**src/design/fcart_pkg.sv**
```systemverilog
package fcart_pkg;

    // host command opcodes, as carried in host_cmd_t.op.
    typedef enum logic [2:0] {
        OP_NOP          = 3'd0,
        OP_SET_PRG_BASE = 3'd1,
        OP_SET_CHR_BASE = 3'd2,
        OP_SET_MIRROR   = 3'd3,
        OP_WRITE        = 3'd4,
        OP_LOAD_BEGIN   = 3'd5,
        OP_LOAD_END     = 3'd6
    } host_op_e;

    // one host command.
    // addr is a byte address for OP_WRITE and a base value for the base opcodes.
    // data bit 0 carries the mirroring value for OP_SET_MIRROR.
    typedef struct packed {
        host_op_e    op;
        logic [23:0] addr;
        logic [7:0]  data;
    } host_cmd_t;

    // nametable mirroring.
    // vertical takes CIRAM A10 from PPU A10, horizontal from PPU A11.
    typedef enum logic {
        MIRROR_VERT = 1'b0,
        MIRROR_HORZ = 1'b1
    } mirror_e;

    // a single byte write into the cartridge memory.
    // the memory only looks at the low address bits it has.
    typedef struct packed {
        logic        en;
        logic [23:0] addr;
        logic [7:0]  data;
    } mem_wr_t;

endpackage

```
**src/design/bus_decode.sv**
```systemverilog
`timescale 1ns/1ns

module bus_decode #(
    parameter int RAM_ADDR_BITS = 16
) (
    input  logic                     m2,
    input  logic                     arst_n,

    // CPU side
    input  logic [14:0]              cpu_addr,
    input  logic                     cpu_rw,
    input  logic                     rom_ce_n,
    output logic [7:0]               cpu_data_out,
    output logic                     cpu_dir,

    // PPU side
    input  logic [13:0]              ppu_addr,
    input  logic                     ppu_rd_n,
    output logic [7:0]               ppu_data_out,
    output logic                     ppu_dir,
    output logic                     ciram_ce_n,
    output logic                     ciram_a10,

    // configuration from the loader
    input  logic [RAM_ADDR_BITS-1:0] prg_base,
    input  logic [RAM_ADDR_BITS-1:0] chr_base,
    input  fcart_pkg::mirror_e       mirror,
    input  logic                     loading,

    // memory read ports
    output logic [RAM_ADDR_BITS-1:0] prg_addr,
    output logic [RAM_ADDR_BITS-1:0] chr_addr,
    input  logic [7:0]               prg_rdata,
    input  logic [7:0]               chr_rdata
);
    logic [1:0] loading_sync;
    logic       loading_s;
    logic       cpu_read;
    logic       ppu_read;

    // the buses stay released from reset until loading has been seen low twice.
    always_ff @(posedge m2 or negedge arst_n) begin
        if (!arst_n) begin
            loading_sync <= 2'b11;
        end else begin
            loading_sync <= {loading_sync[0], loading};
        end
    end

    assign loading_s = loading_sync[1];

    // ROM reads on the CPU side, pattern table reads on the PPU side.
    assign cpu_read = !loading_s && !rom_ce_n && cpu_rw;
    assign ppu_read = !loading_s && !ppu_addr[13] && !ppu_rd_n;

    // bases are aligned to the window size, so OR acts as an add.
    assign prg_addr = RAM_ADDR_BITS'(cpu_addr) | prg_base;
    assign chr_addr = RAM_ADDR_BITS'(ppu_addr[12:0]) | chr_base;

    assign cpu_dir      = cpu_read;
    assign ppu_dir      = ppu_read;
    assign cpu_data_out = cpu_read ? prg_rdata : 8'h00;
    assign ppu_data_out = ppu_read ? chr_rdata : 8'h00;

    // nametables live in the console's CIRAM from 0x2000 up.
    assign ciram_ce_n = ~ppu_addr[13];
    assign ciram_a10  = (mirror == fcart_pkg::MIRROR_VERT) ? ppu_addr[10] : ppu_addr[11];

endmodule

```
**config.mk**
```make
export PLATFORM = sky130hd
export DESIGN_NAME = bus_decode
export DESIGN_NICKNAME = d
export VERILOG_FILES = /design/src/design/fcart_pkg.sv /design/src/design/bus_decode.sv
export SDC_FILE = /design/constraint.sdc
export NUM_CORES = 1
export LEC_CHECK = 0
export ABC_AREA = 0
export ABC_CLOCK_PERIOD_IN_PS = 1200
export BUFFER_PORTS_ARGS = -buffer_cell sky130_fd_sc_hd__buf_4
export CAP_MARGIN = 15
export CORE_UTILIZATION = 19
export DETAILED_ROUTE_END_ITERATION = 8
export GPL_ROUTABILITY_DRIVEN = 1
export HOLD_SLACK_MARGIN = 0.06
export PLACE_DENSITY = 0.76
export SYNTH_ARGS = -nofsm -noshare
export SYNTH_HDL_FRONTEND = slang
export SYNTH_SLANG_ARGS = --single-unit
```
**constraint.sdc**
```tcl
create_clock -name m2 -period 1.2 [get_ports m2]
set_clock_uncertainty 0.15 [all_clocks]
set_input_delay 0.36 -clock m2 [delete_from_list [all_inputs] [get_ports m2]]
set_output_delay 0.36 -clock m2 [all_outputs]
set_load 0.005 [all_outputs]
```
======== Yosys cells after proc, flatten, opt, wreduce, memory -nomap -nowiden ========
Index checks and enable logic that the tools add are counted.
word-level totals
  flip-flop bits (word level) ............. 2
  output and inout bits ................... 52
  word-level logic and storage cells ...... 15
operators by class
  multiplexer cells ....................... 3
  bitwise gates (word level) .............. 3
  reduce and logical (&&, ||, !) cells .... 8
operators by type and width
  kind                          number
  2-to-1 mux 8 bit              2
  bitwise OR 13 x 16 -> 16 bit  1
  bitwise OR 15 x 16 -> 16 bit  1
  logical AND 1 bit             4
  zero test 1 bit               4
  2-to-1 mux 1 bit              1
  inverter 1 bit                1

======== Longest topological paths before layout ========
  word-level depth ........................ 4
  depth in mapped cells ................... 2
  mapped depth without buffers ............ 1

======== Worst setup path after synthesis ========
No wires, ideal clock.
  path kind ............................... input -> output
  from .................................... input ppu_rd_n
  to ...................................... output ppu_data_out[0]
  arrival time ............................ 0.840 ns
  path slack .............................. -0.150 ns
  stages on the path ...................... 2
  path through ............................ buf_2 > nor4b_2
between the ends
  longest elaborated chain between the ends .. 3
ends and longest elaborated chain
  element            line              RTL
  from (decl)        bus_decode.sv:18  input logic ppu_rd_n,
  zero test 1 bit    bus_decode.sv:54  assign ppu_read = !loading_s && !ppu_addr[13] && !ppu_rd_n;
  logical AND 1 bit  bus_decode.sv:54
  2-to-1 mux 8 bit   bus_decode.sv:63  assign ppu_data_out = ppu_read ? chr_rdata : 8'h00;
  to (decl)          bus_decode.sv:19  output logic [7:0] ppu_data_out,
Every way passes these cells.

======== Final worst setup path ========
  from .................................... register loading_sync[1]
  to ...................................... output ppu_data_out[7]
between the ends
  longest elaborated chain between the ends .. 4
ends and longest elaborated chain
  element                         line              RTL
  from (decl)                     bus_decode.sv:36  logic [1:0] loading_sync;
  from (signal assigned)          bus_decode.sv:46  loading_sync <= {loading_sync[0], loading};
  zero test 1 bit                 bus_decode.sv:54
  logical AND 1 bit (2 in a row)  bus_decode.sv:54
  2-to-1 mux 8 bit                bus_decode.sv:63
Every way passes these cells.

==> flow_summary_export.csv <==
group,metric,value,unit
cells_and_area,drive_gt1_share,97.8,%
clock_tree,cts_tree,"built",
cells_and_area,largest_registers,"loading_sync: 2 flops",
synth,synth_seq_cells,2,
synth,syn-num-nets,141,
global_route,grt_use_total,23.7,%
worst_setup_path,worst_path_largest_cell_delay,400,ps
cells_and_area,layout.nets,268,
clock_tree,cts_root_buf,"clkbuf_4",
cells_and_area,largest_register_ffs,2,
drt,vias,1001,
pwr,vdd_ir_drop_max,0.682,mV
drt,wl_per_cell,17.6,um
worst_setup_path,crit_slowest_cell,"dfstp_2",
global_route,antenna_found_initial,0,
floorplanning,die_h,55.1,um
outcome,violations,"setup timing",
worst_setup_path,path_class,"reg -> out",
worst_hold_path,holdCritPathClass,"in -> reg",
drt,wl,3.72,mm
worst_setup_path,cp.required,690,ps
sta,setup_viol,47,
synth,ys_seq_area_share,9.81,%
placement,port_buffers,127,
sta,period_minus_slack,1760,ps
synth,post_synth.cell_area_avg,9.39,um^2
sta,layout_setup_ws,-559,ps
global_route,grt_max_degree,11,
worst_setup_path,end_kind,"primary output",
synth,syn_area,536,um^2
worst_setup_path,crit_chain,"buf_12 > nor4b_4 > buf_4",
pwr,power,847,uW
cells_and_area,n_fill_cell,163,
floorplanning,die_area,0.00303,mm^2
synth,synthDistinctLibCells,12,
worst_setup_path,crit_path_max_fanout,10,
clock_tree,htreeDepth,1,
global_route,gr-usage-met3,6.56,%
floorplanning,start_util,20.9,%
global_route,grt_pass1_vias,1026,
cells_and_area,antennaDiodeCount,0,
flow_run,maxCapViolations,0,
clock_tree,cts_buffer_depth,2,
clock_tree,cts.sinks,2,
worst_setup_path,start_kind,"flop",
clock_tree,clk_pin_slew_worst_paths,40,ps
placement,dp_hpwl,2.43,mm
sta,fmax,569,MHz
synth,yosysWarnings,0,
cells_and_area,layout_common_cells,"94 x buf_6, 32 x buf_4, 28 x or2_4",
pwr,powerDensity,419,mW/mm^2
drt,drcViolationCount,0,
global_route,busiest_layer,"met2",
global_route,grt_use_met2,48.8,%
clock_tree,post_cts_buffers,0,
sta,worstMarginPinSlew,231,ps
sta,finalMaxSlewViolations,0,
sta,post-route-period-util,147,%
global_route,gr-usage-met1,19.6,%
drt,ant_nets,0,
worst_setup_path,critPathArrivalTime,1250,ps
global_route,grt_pass1_wl,4.84,mm
sta,finalHoldViolations,0,
global_route,gr-total-overflow,0,
cells_and_area,final_util,78.7,%
floorplanning,dieWidth,55.1,um
sta,relSlewSlack,84.5,%
floorplanning,num_rows,18,
synth,syn-instance-count,57,
drt,vias_per_cell,4.72,
floorplanning,ios,136,
placement,gp_congestion,0.694,
floorplanning,core,0.00257,mm^2
cells_and_area,layout_commonest_cell,"buf_6",
pwr,power.leakage,0.981,nW
placement,dp_slack,-338,ps
worst_setup_path,crit_family,"flip-flops",
drt,drt_pass1_iterations,2,
cells_and_area,largest_register,"loading_sync",
worst_setup_path,cp_num_buf_inv,2,
sta,grt_setup_unrepaired,"yes",
clock_tree,cts_buffers,3,
clock_tree,clkLatencyLatePin,250,ps
drt,drt_iter0_drc,4,
cells_and_area,area_growth,277,%
outcome,status,"complete, but fails checks",
power breakdown:
part | switching (mW) | internal (mW) | total [mW]
Sequential | 0.00460 | 0.0742 | 0.0788
Clock | 0.0564 | 0.112 | 0.168
Combinational | 0.153 | 0.447 | 0.600
Total | 0.214 | 0.632 | 0.847
area by class of cell:
cell class	count	area (um^2)	area share [%]
clock buffers	3	22.5	1.12
inverters	1	3.75	0.186
multi-input cells	47	554	27.4
flip-flops and latches	2	52.6	2.60
well taps	30	37.5	1.86
repair buffers	129	1350	66.8
cells by family (layout without fill, tap and decap cells):
kind of cell	count (synthesis)	after routing	share of synthesized area [%]
and+or+nand+nor	46	46	77.8
buffers and inverters	8	133	10.3
DFF	2	2	9.81
muxes	1	1	2.10
Yosys cell counts, drive strengths merged:
cell,instances,area share (%)
buf,7,9.6
nor3b,1,1.4
nor4b,8,24
nor3,1,0.93
dfstp,2,9.8
or2,28,33
mux2,1,2.1
and4bb,8,19
inv,1,0.70
what timing repair did:
item,4_1_cts,5_1_grt
hold buffers,1,0
gates resized for setup,127,5
hold endpoints to repair,2,0
pin swaps,29,17
setup endpoints to repair,48,47
layer usage:
metal  routed length [um]  vias up
li1                     -      448
met1                 1110      465
met2                 2110       76
met3                  389       12
met4                  107        0
met5                    0        -
metrics by stage:
stage | instances | setup TNS (ps) | instance area, um^2 | hold WS, ps
after floorplan | 57 | -1890 | 538 | 62.2
after global placement | 208 | -10110 | 1500 | 156
after detailed placement | 208 | -10570 | 1500 | 158
after CTS | 212 | -12900 | 2000 | 76.7
after global routing | 212 | -13850 | 2020 | 80.2
final | 212 | -12840 | 2020 | 89.3
worst paths after layout:
check	to	slack [ps]	start	cells past startpoint
max in group asynchronous	loading_sync[0]	420	arst_n	2
min in group asynchronous	loading_sync[1]	450	arst_n	2
worst max-delay path	ppu_data_out[7]	-560	loading_sync[1]	3
worst min register to register	loading_sync[1]	190	loading_sync[0]	0
worst min-delay path	loading_sync[0]	90	loading	1
worst max register to register	loading_sync[1]	500	loading_sync[0]	0
Note: power is estimated with default switching activity, not from simulation.
