`src/design/fcart_pkg.sv`:
```
package fcart_pkg;

    // host command opcodes, as carried in host_cmd_t.op.
    typedef enum logic [2:0] {
        OP_NOP          = 3'd0,
        OP_SET_PRG_BASE = 3'd1,
        OP_SET_CHR_BASE = 3'd2,
        OP_SET_MIRROR   = 3'd3,
        OP_WRITE        = 3'd4,
        OP_LOAD_BEGIN   = 3'd5,
        OP_LOAD_END     = 3'd6
    } host_op_e;

    // one host command.
    // addr is a byte address for OP_WRITE and a base value for the base opcodes.
    // data bit 0 carries the mirroring value for OP_SET_MIRROR.
    typedef struct packed {
        host_op_e    op;
        logic [23:0] addr;
        logic [7:0]  data;
    } host_cmd_t;

    // nametable mirroring.
    // vertical takes CIRAM A10 from PPU A10, horizontal from PPU A11.
    typedef enum logic {
        MIRROR_VERT = 1'b0,
        MIRROR_HORZ = 1'b1
    } mirror_e;

    // a single byte write into the cartridge memory.
    // the memory only looks at the low address bits it has.
    typedef struct packed {
        logic        en;
        logic [23:0] addr;
        logic [7:0]  data;
    } mem_wr_t;

endpackage

```
`src/design/cfg_loader.sv`:
```
`timescale 1ns/1ns

module cfg_loader #(
    parameter int RAM_ADDR_BITS  = 16,
    parameter int CMD_FIFO_DEPTH = 4
) (
    input  logic                     m2,
    input  logic                     arst_n,

    input  fcart_pkg::host_cmd_t     host_cmd,
    input  logic                     host_valid,
    output logic                     host_credit,

    output fcart_pkg::mem_wr_t       mem_wr,

    output logic [RAM_ADDR_BITS-1:0] prg_base,
    output logic [RAM_ADDR_BITS-1:0] chr_base,
    output fcart_pkg::mirror_e       mirror,
    output logic                     loading
);
    localparam int PTR_BITS = (CMD_FIFO_DEPTH > 1) ? $clog2(CMD_FIFO_DEPTH) : 1;
    localparam int CNT_BITS = $clog2(CMD_FIFO_DEPTH + 1);

    fcart_pkg::host_cmd_t fifo_mem [CMD_FIFO_DEPTH];

    logic [PTR_BITS-1:0] wr_ptr;
    logic [PTR_BITS-1:0] rd_ptr;
    logic [CNT_BITS-1:0] count;
    logic                push;
    logic                pop;
    fcart_pkg::host_cmd_t head;

    function automatic logic [PTR_BITS-1:0] ptr_next(input logic [PTR_BITS-1:0] ptr);
        if (ptr == PTR_BITS'(CMD_FIFO_DEPTH - 1)) begin
            return '0;
        end
        return ptr + 1'b1;
    endfunction

    // a full FIFO means the host has no credit left, so the command is dropped.
    assign push = host_valid && (count != CNT_BITS'(CMD_FIFO_DEPTH));

    // the head is consumed in every cycle that the FIFO holds something.
    assign pop  = (count != '0);
    assign head = fifo_mem[rd_ptr];

    always_ff @(posedge m2) begin
        if (push) begin
            fifo_mem[wr_ptr] <= host_cmd;
        end
    end

    always_ff @(posedge m2 or negedge arst_n) begin
        if (!arst_n) begin
            wr_ptr      <= '0;
            rd_ptr      <= '0;
            count       <= '0;
            host_credit <= 1'b0;
        end else begin
            // one credit goes back for each popped command, a cycle after the pop.
            host_credit <= pop;
            if (push) begin
                wr_ptr <= ptr_next(wr_ptr);
            end
            if (pop) begin
                rd_ptr <= ptr_next(rd_ptr);
            end
            case ({push, pop})
                2'b10:   count <= count + 1'b1;
                2'b01:   count <= count - 1'b1;
                default: count <= count;
            endcase
        end
    end

    // configuration registers change on the edge that pops the command.
    always_ff @(posedge m2 or negedge arst_n) begin
        if (!arst_n) begin
            prg_base <= '0;
            chr_base <= '0;
            mirror   <= fcart_pkg::MIRROR_VERT;
            loading  <= 1'b1;
        end else if (pop) begin
            case (head.op)
                fcart_pkg::OP_SET_PRG_BASE: begin
                    prg_base <= head.addr[RAM_ADDR_BITS-1:0];
                end
                fcart_pkg::OP_SET_CHR_BASE: begin
                    chr_base <= head.addr[RAM_ADDR_BITS-1:0];
                end
                fcart_pkg::OP_SET_MIRROR: begin
                    mirror <= fcart_pkg::mirror_e'(head.data[0]);
                end
                fcart_pkg::OP_LOAD_BEGIN: begin
                    loading <= 1'b1;
                end
                fcart_pkg::OP_LOAD_END: begin
                    loading <= 1'b0;
                end
                default: begin
                    loading <= loading;
                end
            endcase
        end
    end

    // the write is presented while the command sits at the head,
    // so the memory takes it on the pop edge.
    // writes outside the loading window are discarded but still cost a pop
    always_comb begin
        mem_wr.en   = pop && (head.op == fcart_pkg::OP_WRITE) && loading;
        mem_wr.addr = head.addr;
        mem_wr.data = head.data;
    end

endmodule

```
`config.mk`:
```
export PLATFORM = sky130hd
export DESIGN_NAME = cfg_loader
export DESIGN_NICKNAME = d
export VERILOG_FILES = /design/src/design/fcart_pkg.sv /design/src/design/cfg_loader.sv
export SDC_FILE = /design/constraint.sdc
export NUM_CORES = 1
export LEC_CHECK = 0
export ABC_CLOCK_PERIOD_IN_PS = 3000
export BUFFER_PORTS_ARGS = -buffer_cell sky130_fd_sc_hd__buf_4
export CAP_MARGIN = 20
export CORE_ASPECT_RATIO = 0.5
export CORE_MARGIN = 5
export CORE_UTILIZATION = 34
export DETAILED_ROUTE_END_ITERATION = 8
export HOLD_SLACK_MARGIN = 0.02
export PLACE_DENSITY = 0.57
export SYNTH_ARGS = -nofsm -noshare
export SYNTH_HDL_FRONTEND = slang
export SYNTH_SLANG_ARGS = --single-unit
```
`constraint.sdc`:
```
create_clock -name m2 -period 3 [get_ports m2]
set_input_delay 0.3 -clock m2 [delete_from_list [all_inputs] [get_ports m2]]
set_output_delay 0.3 -clock m2 [all_outputs]
set_load 0.005 [all_outputs]
```
Yosys cells after proc, flatten, opt, wreduce, memory -nomap -nowiden
Memory sizes are Yosys's and may differ from the RTL's.
Index checks and enable logic that the tools add are counted.
{"block": "word_totals", "register_bits": 42, "mem_bits_rw": 140, "latchBits": 0, "input_bits": 38, "elab_cells": 46, "rom_bits": 0, "memories": 1, "output_inout_bits": 68}
{"name": "fifo_mem", "words": 4, "width": 35, "read_ports": 1, "rd_clocked_by_memory_dff": 0, "write_ports": 1, "line_no": "cfg_loader.sv:24", "text": "fcart_pkg::host_cmd_t fifo_mem [CMD_FIFO_DEPTH];"}
{"block": "classes", "n_reduce_logical": 10, "mux": 12, "bitwise_logic": 0, "mul": 0, "n_div": 0, "add_sub_neg": 4, "magnitude_cmp": 0, "shifts": 0, "n_eq_ne": 11}
{"operator": "== test 3 bit (second input constant)", "n": 3}
{"operator": "two-way mux 2 bit", "n": 4}
{"operator": "AND reduction 2 bit", "n": 4}
{"operator": "== test 2 bit (second input constant)", "n": 3}
{"operator": "== test 3 x 2 -> 1 bit (second input constant)", "n": 2}
{"operator": "two-way mux 1 bit", "n": 6}
{"operator": "one-hot mux 3 bit (2 select lines)", "n": 1}
{"operator": "adder 2 x 1 -> 2 bit (second input constant)", "n": 2}
{"operator": "nonzero test 2 bit", "n": 2}
{"operator": "adder 3 x 1 -> 3 bit (second input constant)", "n": 1}
{"operator": "== test 3 x 1 -> 1 bit (second input constant)", "n": 1}
{"operator": "logical AND 1 bit", "n": 3}
{"operator": "inequality test 3 bit (second input constant)", "n": 1}
{"operator": "nonzero test 3 bit", "n": 1}
{"operator": "subtractor 3 x 1 -> 3 bit (second input constant)", "n": 1}
{"operator": "== test 2 x 1 -> 1 bit (second input constant)", "n": 1}
{"operator": "one-hot mux 1 bit (2 select lines)", "n": 1}

Logic depth before layout (Yosys ltp)
Gate-level depths: netlist (run 1).
{"block": "logic_depth", "ltp_word": 4, "ltp_mapped": 7, "depth_no_buf": 7}

Least setup slack after synthesis (run 1)
No wires, ideal clock.
{"block": "synth_timing", "path_kind": "register to register", "start": "register count[0]", "end": "memory fifo_mem[3][0] (netlist bit), enable pin", "period_less_slack_ns": 2.276, "t_required_ns": 2.605, "path_buffers": 0, "stages_incl_launch_ff": 4, "setup_ns": 0.395, "slack_ns": 0.724, "arrival_time_ns": 1.880, "path_cell_list": "dfrtp_1 nor2_1 a21boi_0 and2_1"}
{"block": "synth_via", "elab_chain_len": 4}
{"element": "from (decl)", "line_no": "cfg_loader.sv:28", "text": "logic [CNT_BITS-1:0] count;"}
{"element": "from (signal assigned)", "line_no": "cfg_loader.sv:69", "text": "2'b10: count <= count + 1'b1;"}
{"element": "from (signal assigned)", "line_no": "cfg_loader.sv:70", "text": "2'b01: count <= count - 1'b1;"}
{"element": "from (signal assigned)", "line_no": "cfg_loader.sv:71", "text": "default: count <= count;"}
{"element": "inequality test 3 bit", "line_no": "cfg_loader.sv:41", "text": "assign push = host_valid && (count != CNT_BITS'(CMD_FIFO_DEPTH));"}
{"element": "logical AND 1 bit", "line_no": "cfg_loader.sv:41"}
{"element": "two-way mux 1 bit", "line_no": "cfg_loader.sv:48", "text": "if (push) begin"}
{"element": "two-way mux 1 bit (implied by the code)", "line_no": "cfg_loader.sv:49", "text": "fifo_mem[wr_ptr] <= host_cmd;"}
{"element": "to (decl)", "line_no": "cfg_loader.sv:24"}
Every way passes these cells.

==> summary.md, run 1 <==
| Metric | Value |
|---|---|
| Status | completed |
| Logic gate share of total power | 33.9% |
| Vias in the first global route | 3543 |
| Setup bufs post-CTS | 0 |
| Clock share of power | 23.3% |
| Post-synthesis sequential area ratio | 76.8% |
| Crit path max-delay family | multiplexers |
| Fraction of the mapped netlist area in simple logic gates | 2.45% |
| Post-cts hold buffer count | 1 |
| Fraction of layout cells with a size suffix above 1 | 50.5% |
| Internal | 6.22 mW |
| Fin Clk Skew | 0.0109 ns |
| Met3 usage | 2.97% |
| Core ar. | 0.0196 mm^2 |
| CP max-delay cell | mux4_2 |
| Synth area leaders | edfxtp_1, dfrtp_1, mux4_2, mux2_2, ha_1 |
| Routed Antenna Nets | 0 |
| Sequential share of power | 42.8% |
| Mux contribution to synthesized area | 17.3% |
| R2R setup slack | 0.67 ns |
| Hold Violations, Final | 0 |
| Crit Path Category | flip-flop to primary output |
| Worst-path clk slew | 0.07 ns |
| Routing usage on met2 | 20.3% |
| PostCTS Resize Cnt | 0 |
| Synthesis-stage register bit count | 182 |
| Unrepaired setup endpoints after global routing | no |
| CP cell instances | mux4_2 > nor3b_1 > nor3b_1 > buf_4 |
| CP max stage delay | 0.64 ns |
| Period Utilization, post-route | 90.2% |
| Netlist cell types | 28 |
| Routed vias/inst | 4.64 |
| Root Driver | clkbuf_16 |
| Reg2Reg Launch Point | rd_ptr[0] |
| DRT Wirelength | 13400 um |
| Combinational family with the most area after synthesis | multiplexers |
| Setup violators final | 0 |
| CTS tree | built |
| Crit end category | primary output |
| Sw Ratio | 29.3% |
| CP dominant cell by count | nor3b_1 |
| XOR/XNOR share of the synthesized area | 0.128% |
| CP Data Arrival Time | 2.41 ns |
| Post-synth top area share | 61.4% |
| Fin cells | 710 |
| Nets | 475 |
| H-tree Lvls | 4 |
| Mean Syn Cell Area | 22.2 um^2 |
| GR Overflow Total | 0 |
| Starting Density | 34.9% |
| Cell Area, Synth | 0.00684 mm^2 |
| I/O pins | 106 |
| Worst EP required | 2.70 ns |
| GPL Wtd Cong | 0.654 |
| Placed Cells | 677 |
| Fill cell count | 1714 |
| Cells on worst reg2reg path | 4 |
| DR WL/cell | 18.8 um |
| IO buf count | 105 |
| Largest area contributor in the netlist | edfxtp_1 |
| Die height | 110 um |
| Die ar. | 0.0232 mm^2 |
| Post-layout util | 43.7% |
| CP Max Fanout | 12 |
| Switch Pwr | 2.57 mW |
| Max clock buf depth | 2 |
| Crit. path cell count | 4 |
| Synth Area in Compound Gates | 0.841% |
| Max Slew Vio Count | 0 |
| Net Count, Synth | 352 |
| CTS buffer count | 17 |
| Layer with the highest usage | met2 |
| Detail Placement HPWL | 8500 um |
| DRT iter0 DRCs | 199 |
| Slew @ Worst Pin | 0.755 ns |
| P per Cell Area | 1030 mW/mm^2 |
| Largest net degree at the start of global routing | 43 |
| P&R area growth vs syn | 25.3% |
| DRC violations left | 0 |
| Startpoint types | flip-flop |
| First-pass GRT wire length | 20800 um |
| GRT Util Overall | 12.0% |
| WHS | 0.0769 ns |
| R2r endpoint | chr_base[10] |
| # clock sinks | 182 |
| Hold Crit Class | input pin to flip-flop |
| Synth Area in Adders | 1.21% |
| # rows | 36 |
| Antenna violations before repair | 0 |
| Setup TNS | 0 ns |
| Max-capacitance violation count | 0 |
| Worst-case headroom to the max-slew limit | 49.4% |
| Diode count | 0 |
| DR vias | 3291 |
| DR pass1 iterations | 4 |
| Peak Freq | 0.369 GHz |
| CP startpoint | rd_ptr[0] |
| Synthesis warning total | 0 |
| Lkg Pwr | 3.10 nW |
| Die Wd | 211 um |
| Met1 usage | 15.4% |
| Crit path buffers/inverters | 1 |
| Syn Inst Count | 308 |
| Min Tclk post-route | 2.71 ns |
| Worst setup endpoint | mem_wr[32] |
| Skew-Pair Late Insertion Delay | 0.42 ns |
| Maximum VDD drop | 387 uV |
## final cells by class
class | instances | area, um^2 | area share, %
Tap cell | 266 | 333 | 3.88
Inverter | 5 | 18.8 | 0.219
Multi-Input combinational cell | 110 | 1500 | 17.5
Sequential cell | 182 | 5260 | 61.3
Timing Repair Buffer | 115 | 916 | 10.7
Clock buffer | 20 | 447 | 5.21
Clock inverter | 12 | 95.1 | 1.11
## per-stage QoR
stage	cell area [um^2]	power [mW]	setup WS, ns
final	8570	8.79	0.294
after global routing	8570	9.35	0.0953
after CTS	8570	8.97	0.200
after detailed placement	8020	6.91	0.625
after global placement	8020	6.87	0.612
after floorplan	6840	5.46	0.724
## cell families (layout without fill, tap and decap cells)
kind of cell               count (synthesis)  after routing
DFF                                      182            182
muxes                                     70             70
and+or+nand+nor                           24             24
buffers and inverters                     16            152
AOI/OAI and AO/OA                          9              9
adders and majority gates                  6              6
xor gates and xnor gates                   1              1
## worst min path at each step
stage	startpoint	end	slack, ns	cells after the start
after floorplan	arst_n	chr_base[0]	0.004	0
after global placement	arst_n	chr_base[4]	0.35	1
after detailed placement	arst_n	chr_base[4]	0.35	1
after CTS	host_cmd[2]	fifo_mem[3][2]	0.05	1
after global routing	host_cmd[8]	fifo_mem[0][8]	0.06	1
final	host_cmd[9]	fifo_mem[1][9]	0.08	1
## per-layer routing
layer,share of wire [%],wire length (um)
met1,44,5930
met2,51,6760
met3,3.9,515
met4,1.2,157
met5,0,0
## flip-flops by register name, indices dropped and copies added (netlist names)
register / count
mirror: 1
prg_base: 16
host_credit: 1
chr_base: 16
loading: 1
count: 3
fifo_mem: 140
rd_ptr: 2
wr_ptr: 2
## power groups by stage
| stage | logic [mW] | clock network [mW] | registers, mW |
|---|---|---|---|
| 6_report | 2.98 | 2.05 | 3.76 |
| 5_1_grt | 3.27 | 2.23 | 3.85 |
| 4_1_cts | 3.08 | 2.11 | 3.78 |
| 3_5_place_dp | 3.07 | 0 | 3.84 |
| 3_3_place_gp | 3.04 | 0 | 3.82 |
| 2_1_floorplan | 1.75 | 0 | 3.71 |
## synth_stat cells
| library cell | count |
|---|---|
| nor3b_1 | 3 |
| buf_1 | 1 |
| ha_1 | 5 |
| a21boi_0 | 1 |
| a21oi_1 | 2 |
| inv_1 | 5 |
| o31ai_1 | 1 |
| xnor2_1 | 1 |
| a31oi_1 | 1 |
| nand2_1 | 5 |
| dfstp_2 | 1 |
| and2_1 | 4 |
| nor4bb_1 | 1 |
| o22a_1 | 1 |
| fa_1 | 1 |
| mux2_2 | 35 |
| clkbuf_1 | 4 |
| o21ai_0 | 2 |
| a21o_1 | 1 |
| buf_6 | 3 |
| buf_2 | 3 |
| mux4_2 | 35 |
| nor3_1 | 3 |
| dfrtp_1 | 41 |
| nor4b_4 | 2 |
| nor2_1 | 5 |
| nor3_2 | 1 |
| edfxtp_1 | 140 |
## cell usage in the layout (no fill, tap or decap), drive strengths merged
cell and instances:
clkinv 3, dlygate4sd3 1, ha 5, a21oi 2
xnor2 1, o21ai 2, nor3 4, dfstp 1
o22a 1, buf 114, dfrtp 41, and2 4
nand2 5, nor4b 2, inv 9, clkbuf 20
nor3b 3, fa 1, mux2 35, nor2 5
a21o 1, edfxtp 140, mux4 35, o31ai 1
a31oi 1, clkinvlp 5, nor4bb 1, a21boi 1
Power figures use the tool's default switching activity.
==> run 2, diff against run 1 <==
- ABC_CLOCK_PERIOD_IN_PS: 3000 -> default
- CTS_BUF_LIST: default -> sky130_fd_sc_hd__clkbuf_4 sky130_fd_sc_hd__clkbuf_8 sky130_fd_sc_hd__clkbuf_16
==> summary.md, run 2 (same netlist as run 1, synthesis figures left out) <==
| Metric | Value |
|---|---|
| Worst EP required | 2.70 ns (about the same) |
| Routed vias/inst | 4.65 (was 4.64) |
| First-pass GRT wire length | 20800 um (unchanged) |
| Fraction of layout cells with a size suffix above 1 | 50.9% (was 50.5%) |
| Slew @ Worst Pin | 0.752 ns (was 0.755 ns) |
| Hold Crit Class | input pin to flip-flop (unchanged) |
| Crit Path Category | flip-flop to primary output (unchanged) |
| Starting Density | 34.9% (unchanged) |
| Die Wd | 211 um (unchanged) |
| DRT Wirelength | 13300 um (was 13400 um) |
| P per Cell Area | 1030 mW/mm^2 (about the same) |
| DR WL/cell | 18.8 um (about the same) |
| Die height | 110 um (unchanged) |
| Skew-Pair Late Insertion Delay | 0.42 ns (about the same) |
| Hold EP | fifo_mem[1][9] (unchanged) |
| R2R setup slack | 0.67 ns (about the same) |
| Core ar. | 0.0196 mm^2 (unchanged) |
| # rows | 36 (unchanged) |
| PostCTS Resize Cnt | 0 (unchanged) |
| Lkg Pwr | 3.11 nW (was 3.10 nW) |
| Fin cells | 710 (unchanged) |
| Setup violators final | 0 (unchanged) |
| Diode count | 0 (unchanged) |
| Biggest regs | fifo_mem (140), chr_base (16), prg_base (16) (unchanged) |
| GRT Util Overall | 12.0% (unchanged) |
| Setup bufs post-CTS | 0 (unchanged) |
| Worst-path clk slew | 0.07 ns (about the same) |
| Min Tclk post-route | 2.71 ns (about the same) |
| Vias in the first global route | 3543 (unchanged) |
| Startpoint types | flip-flop (unchanged) |
| Setup TNS | 0 ns (unchanged) |
| GR Overflow Total | 0 (unchanged) |
| H-tree Lvls | 4 (unchanged) |
| DR pass1 iterations | 4 (unchanged) |
| Nets | 475 (unchanged) |
| CP Data Arrival Time | 2.41 ns (about the same) |
| Placed Cells | 677 (unchanged) |
| DR vias | 3300 (was 3291) |
| Reg2Reg Launch Point | rd_ptr[0] (unchanged) |
| Hold_sp | host_cmd[9] (unchanged) |
| Root Driver | clkbuf_16 (unchanged) |
| CTS buffer count | 17 (unchanged) |
| CTS tree | built (unchanged) |
| Commonest non-fill, non-tap cell in the layout | edfxtp_1 (unchanged) |
| Status | completed (unchanged) |
| Crit end category | primary output (unchanged) |
| Fin Clk Skew | 0.0118 ns (was 0.0109 ns) |
| Peak Freq | 0.369 GHz (about the same) |
| Max-capacitance violation count | 0 (unchanged) |
| R2r endpoint | chr_base[10] (unchanged) |
| Cells on worst reg2reg path | 4 (unchanged) |
| Routed Antenna Nets | 0 (unchanged) |
| Maximum VDD drop | 387 uV (about the same) |
| Largest Register | fifo_mem (unchanged) |
| Placed Area | 0.00802 mm^2 (unchanged) |
| Max clock buf depth | 2 (unchanged) |
| P&R area growth vs syn | 25.4% (was 25.3%) |
| Unrepaired setup endpoints after global routing | no (unchanged) |
| Hold depth | 1 (unchanged) |
| CP Max Fanout | 12 (unchanged) |
| Most frequent cells in the layout | edfxtp_1, buf_4, dfrtp_1, mux4_2, mux2_2 (unchanged) |
| DRT iter0 DRCs | 195 (was 199) |
| IO buf count | 105 (unchanged) |
| DRC violations left | 0 (unchanged) |
| Antenna violations before repair | 0 (unchanged) |
| GPL Wtd Cong | 0.654 (unchanged) |
| Fin area | 0.00858 mm^2 (was 0.00857 mm^2) |
| Period Utilization, post-route | 90.3% (was 90.2%) |
| Detail Placement HPWL | 8500 um (unchanged) |
| Die ar. | 0.0232 mm^2 (unchanged) |
| # clock sinks | 182 (unchanged) |
| I/O pins | 106 (unchanged) |
| Max reg flops | 140 (unchanged) |
| Worst-case headroom to the max-slew limit | 49.6% (was 49.4%) |
| Largest net degree at the start of global routing | 43 (unchanged) |
| Hold Violations, Final | 0 (unchanged) |
| Max Slew Vio Count | 0 (unchanged) |
run 2: worst max-delay path by stage:
stage / start / to / cells after the start
floorplan: count[0] / fifo_mem[3][0] / 3
global placement: rd_ptr[0] / chr_base[8] / 4
detailed placement: rd_ptr[0] / prg_base[12] / 4
CTS: rd_ptr[0] / mem_wr[17] / 3
global route: rd_ptr[0] / mem_wr[32] / 4
finish: rd_ptr[0] / mem_wr[32] / 4
run 2: area by class of cell:
class                           count  area, um^2
Clock inverter                     12        95.1
Multi-Input combinational cell    110        1500
Inverter                            5        18.8
Tap cell                          266         333
Sequential cell                   182        5260
Fill cell                        1712       11000
Timing Repair Buffer              115         916
Clock buffer                       20         454
run 2: power breakdown:
group          leakage (nW)  total [mW]  switching (mW)  internal, mW
clock                 0.257        2.07           0.955          1.11
sequential             1.77        3.76           0.329          3.43
combinational          1.08        2.98            1.29          1.69
total                  3.11        8.81            2.57          6.24
run 2: critical path, cell delays in order, from the launching register on:
cell and delay (ns):
dfrtp_2 0.61, mux4_2 0.64, nor3b_1 0.27, nor3b_1 0.30, buf_4 0.17
run 2: per-stage QoR:
step           setup slack, ns  util, %  power, mW  hold WS [ns]
5_1_grt                 0.0953     43.8       9.37        0.0567
3_5_place_dp             0.625     40.9       6.91         0.348
6_report                 0.292     43.8       8.81        0.0768
4_1_cts                  0.200     43.8       8.99        0.0548
3_3_place_gp             0.612     40.9       6.87         0.350
2_1_floorplan            0.724        -       5.46       0.00441
run 2: repair_timing:
action                     CTS  global route
hold endpoints to repair    41             0
hold buffers                 1             0
setup endpoints to repair    0             0
run 2: layer usage:
metal,wire length (um),vias up,track usage (%)
li1,-,1484,-
met1,5920,1742,15.4
met2,6750,62,20.3
met3,516,12,2.97
met4,157,0,4.35
met5,0,-,0
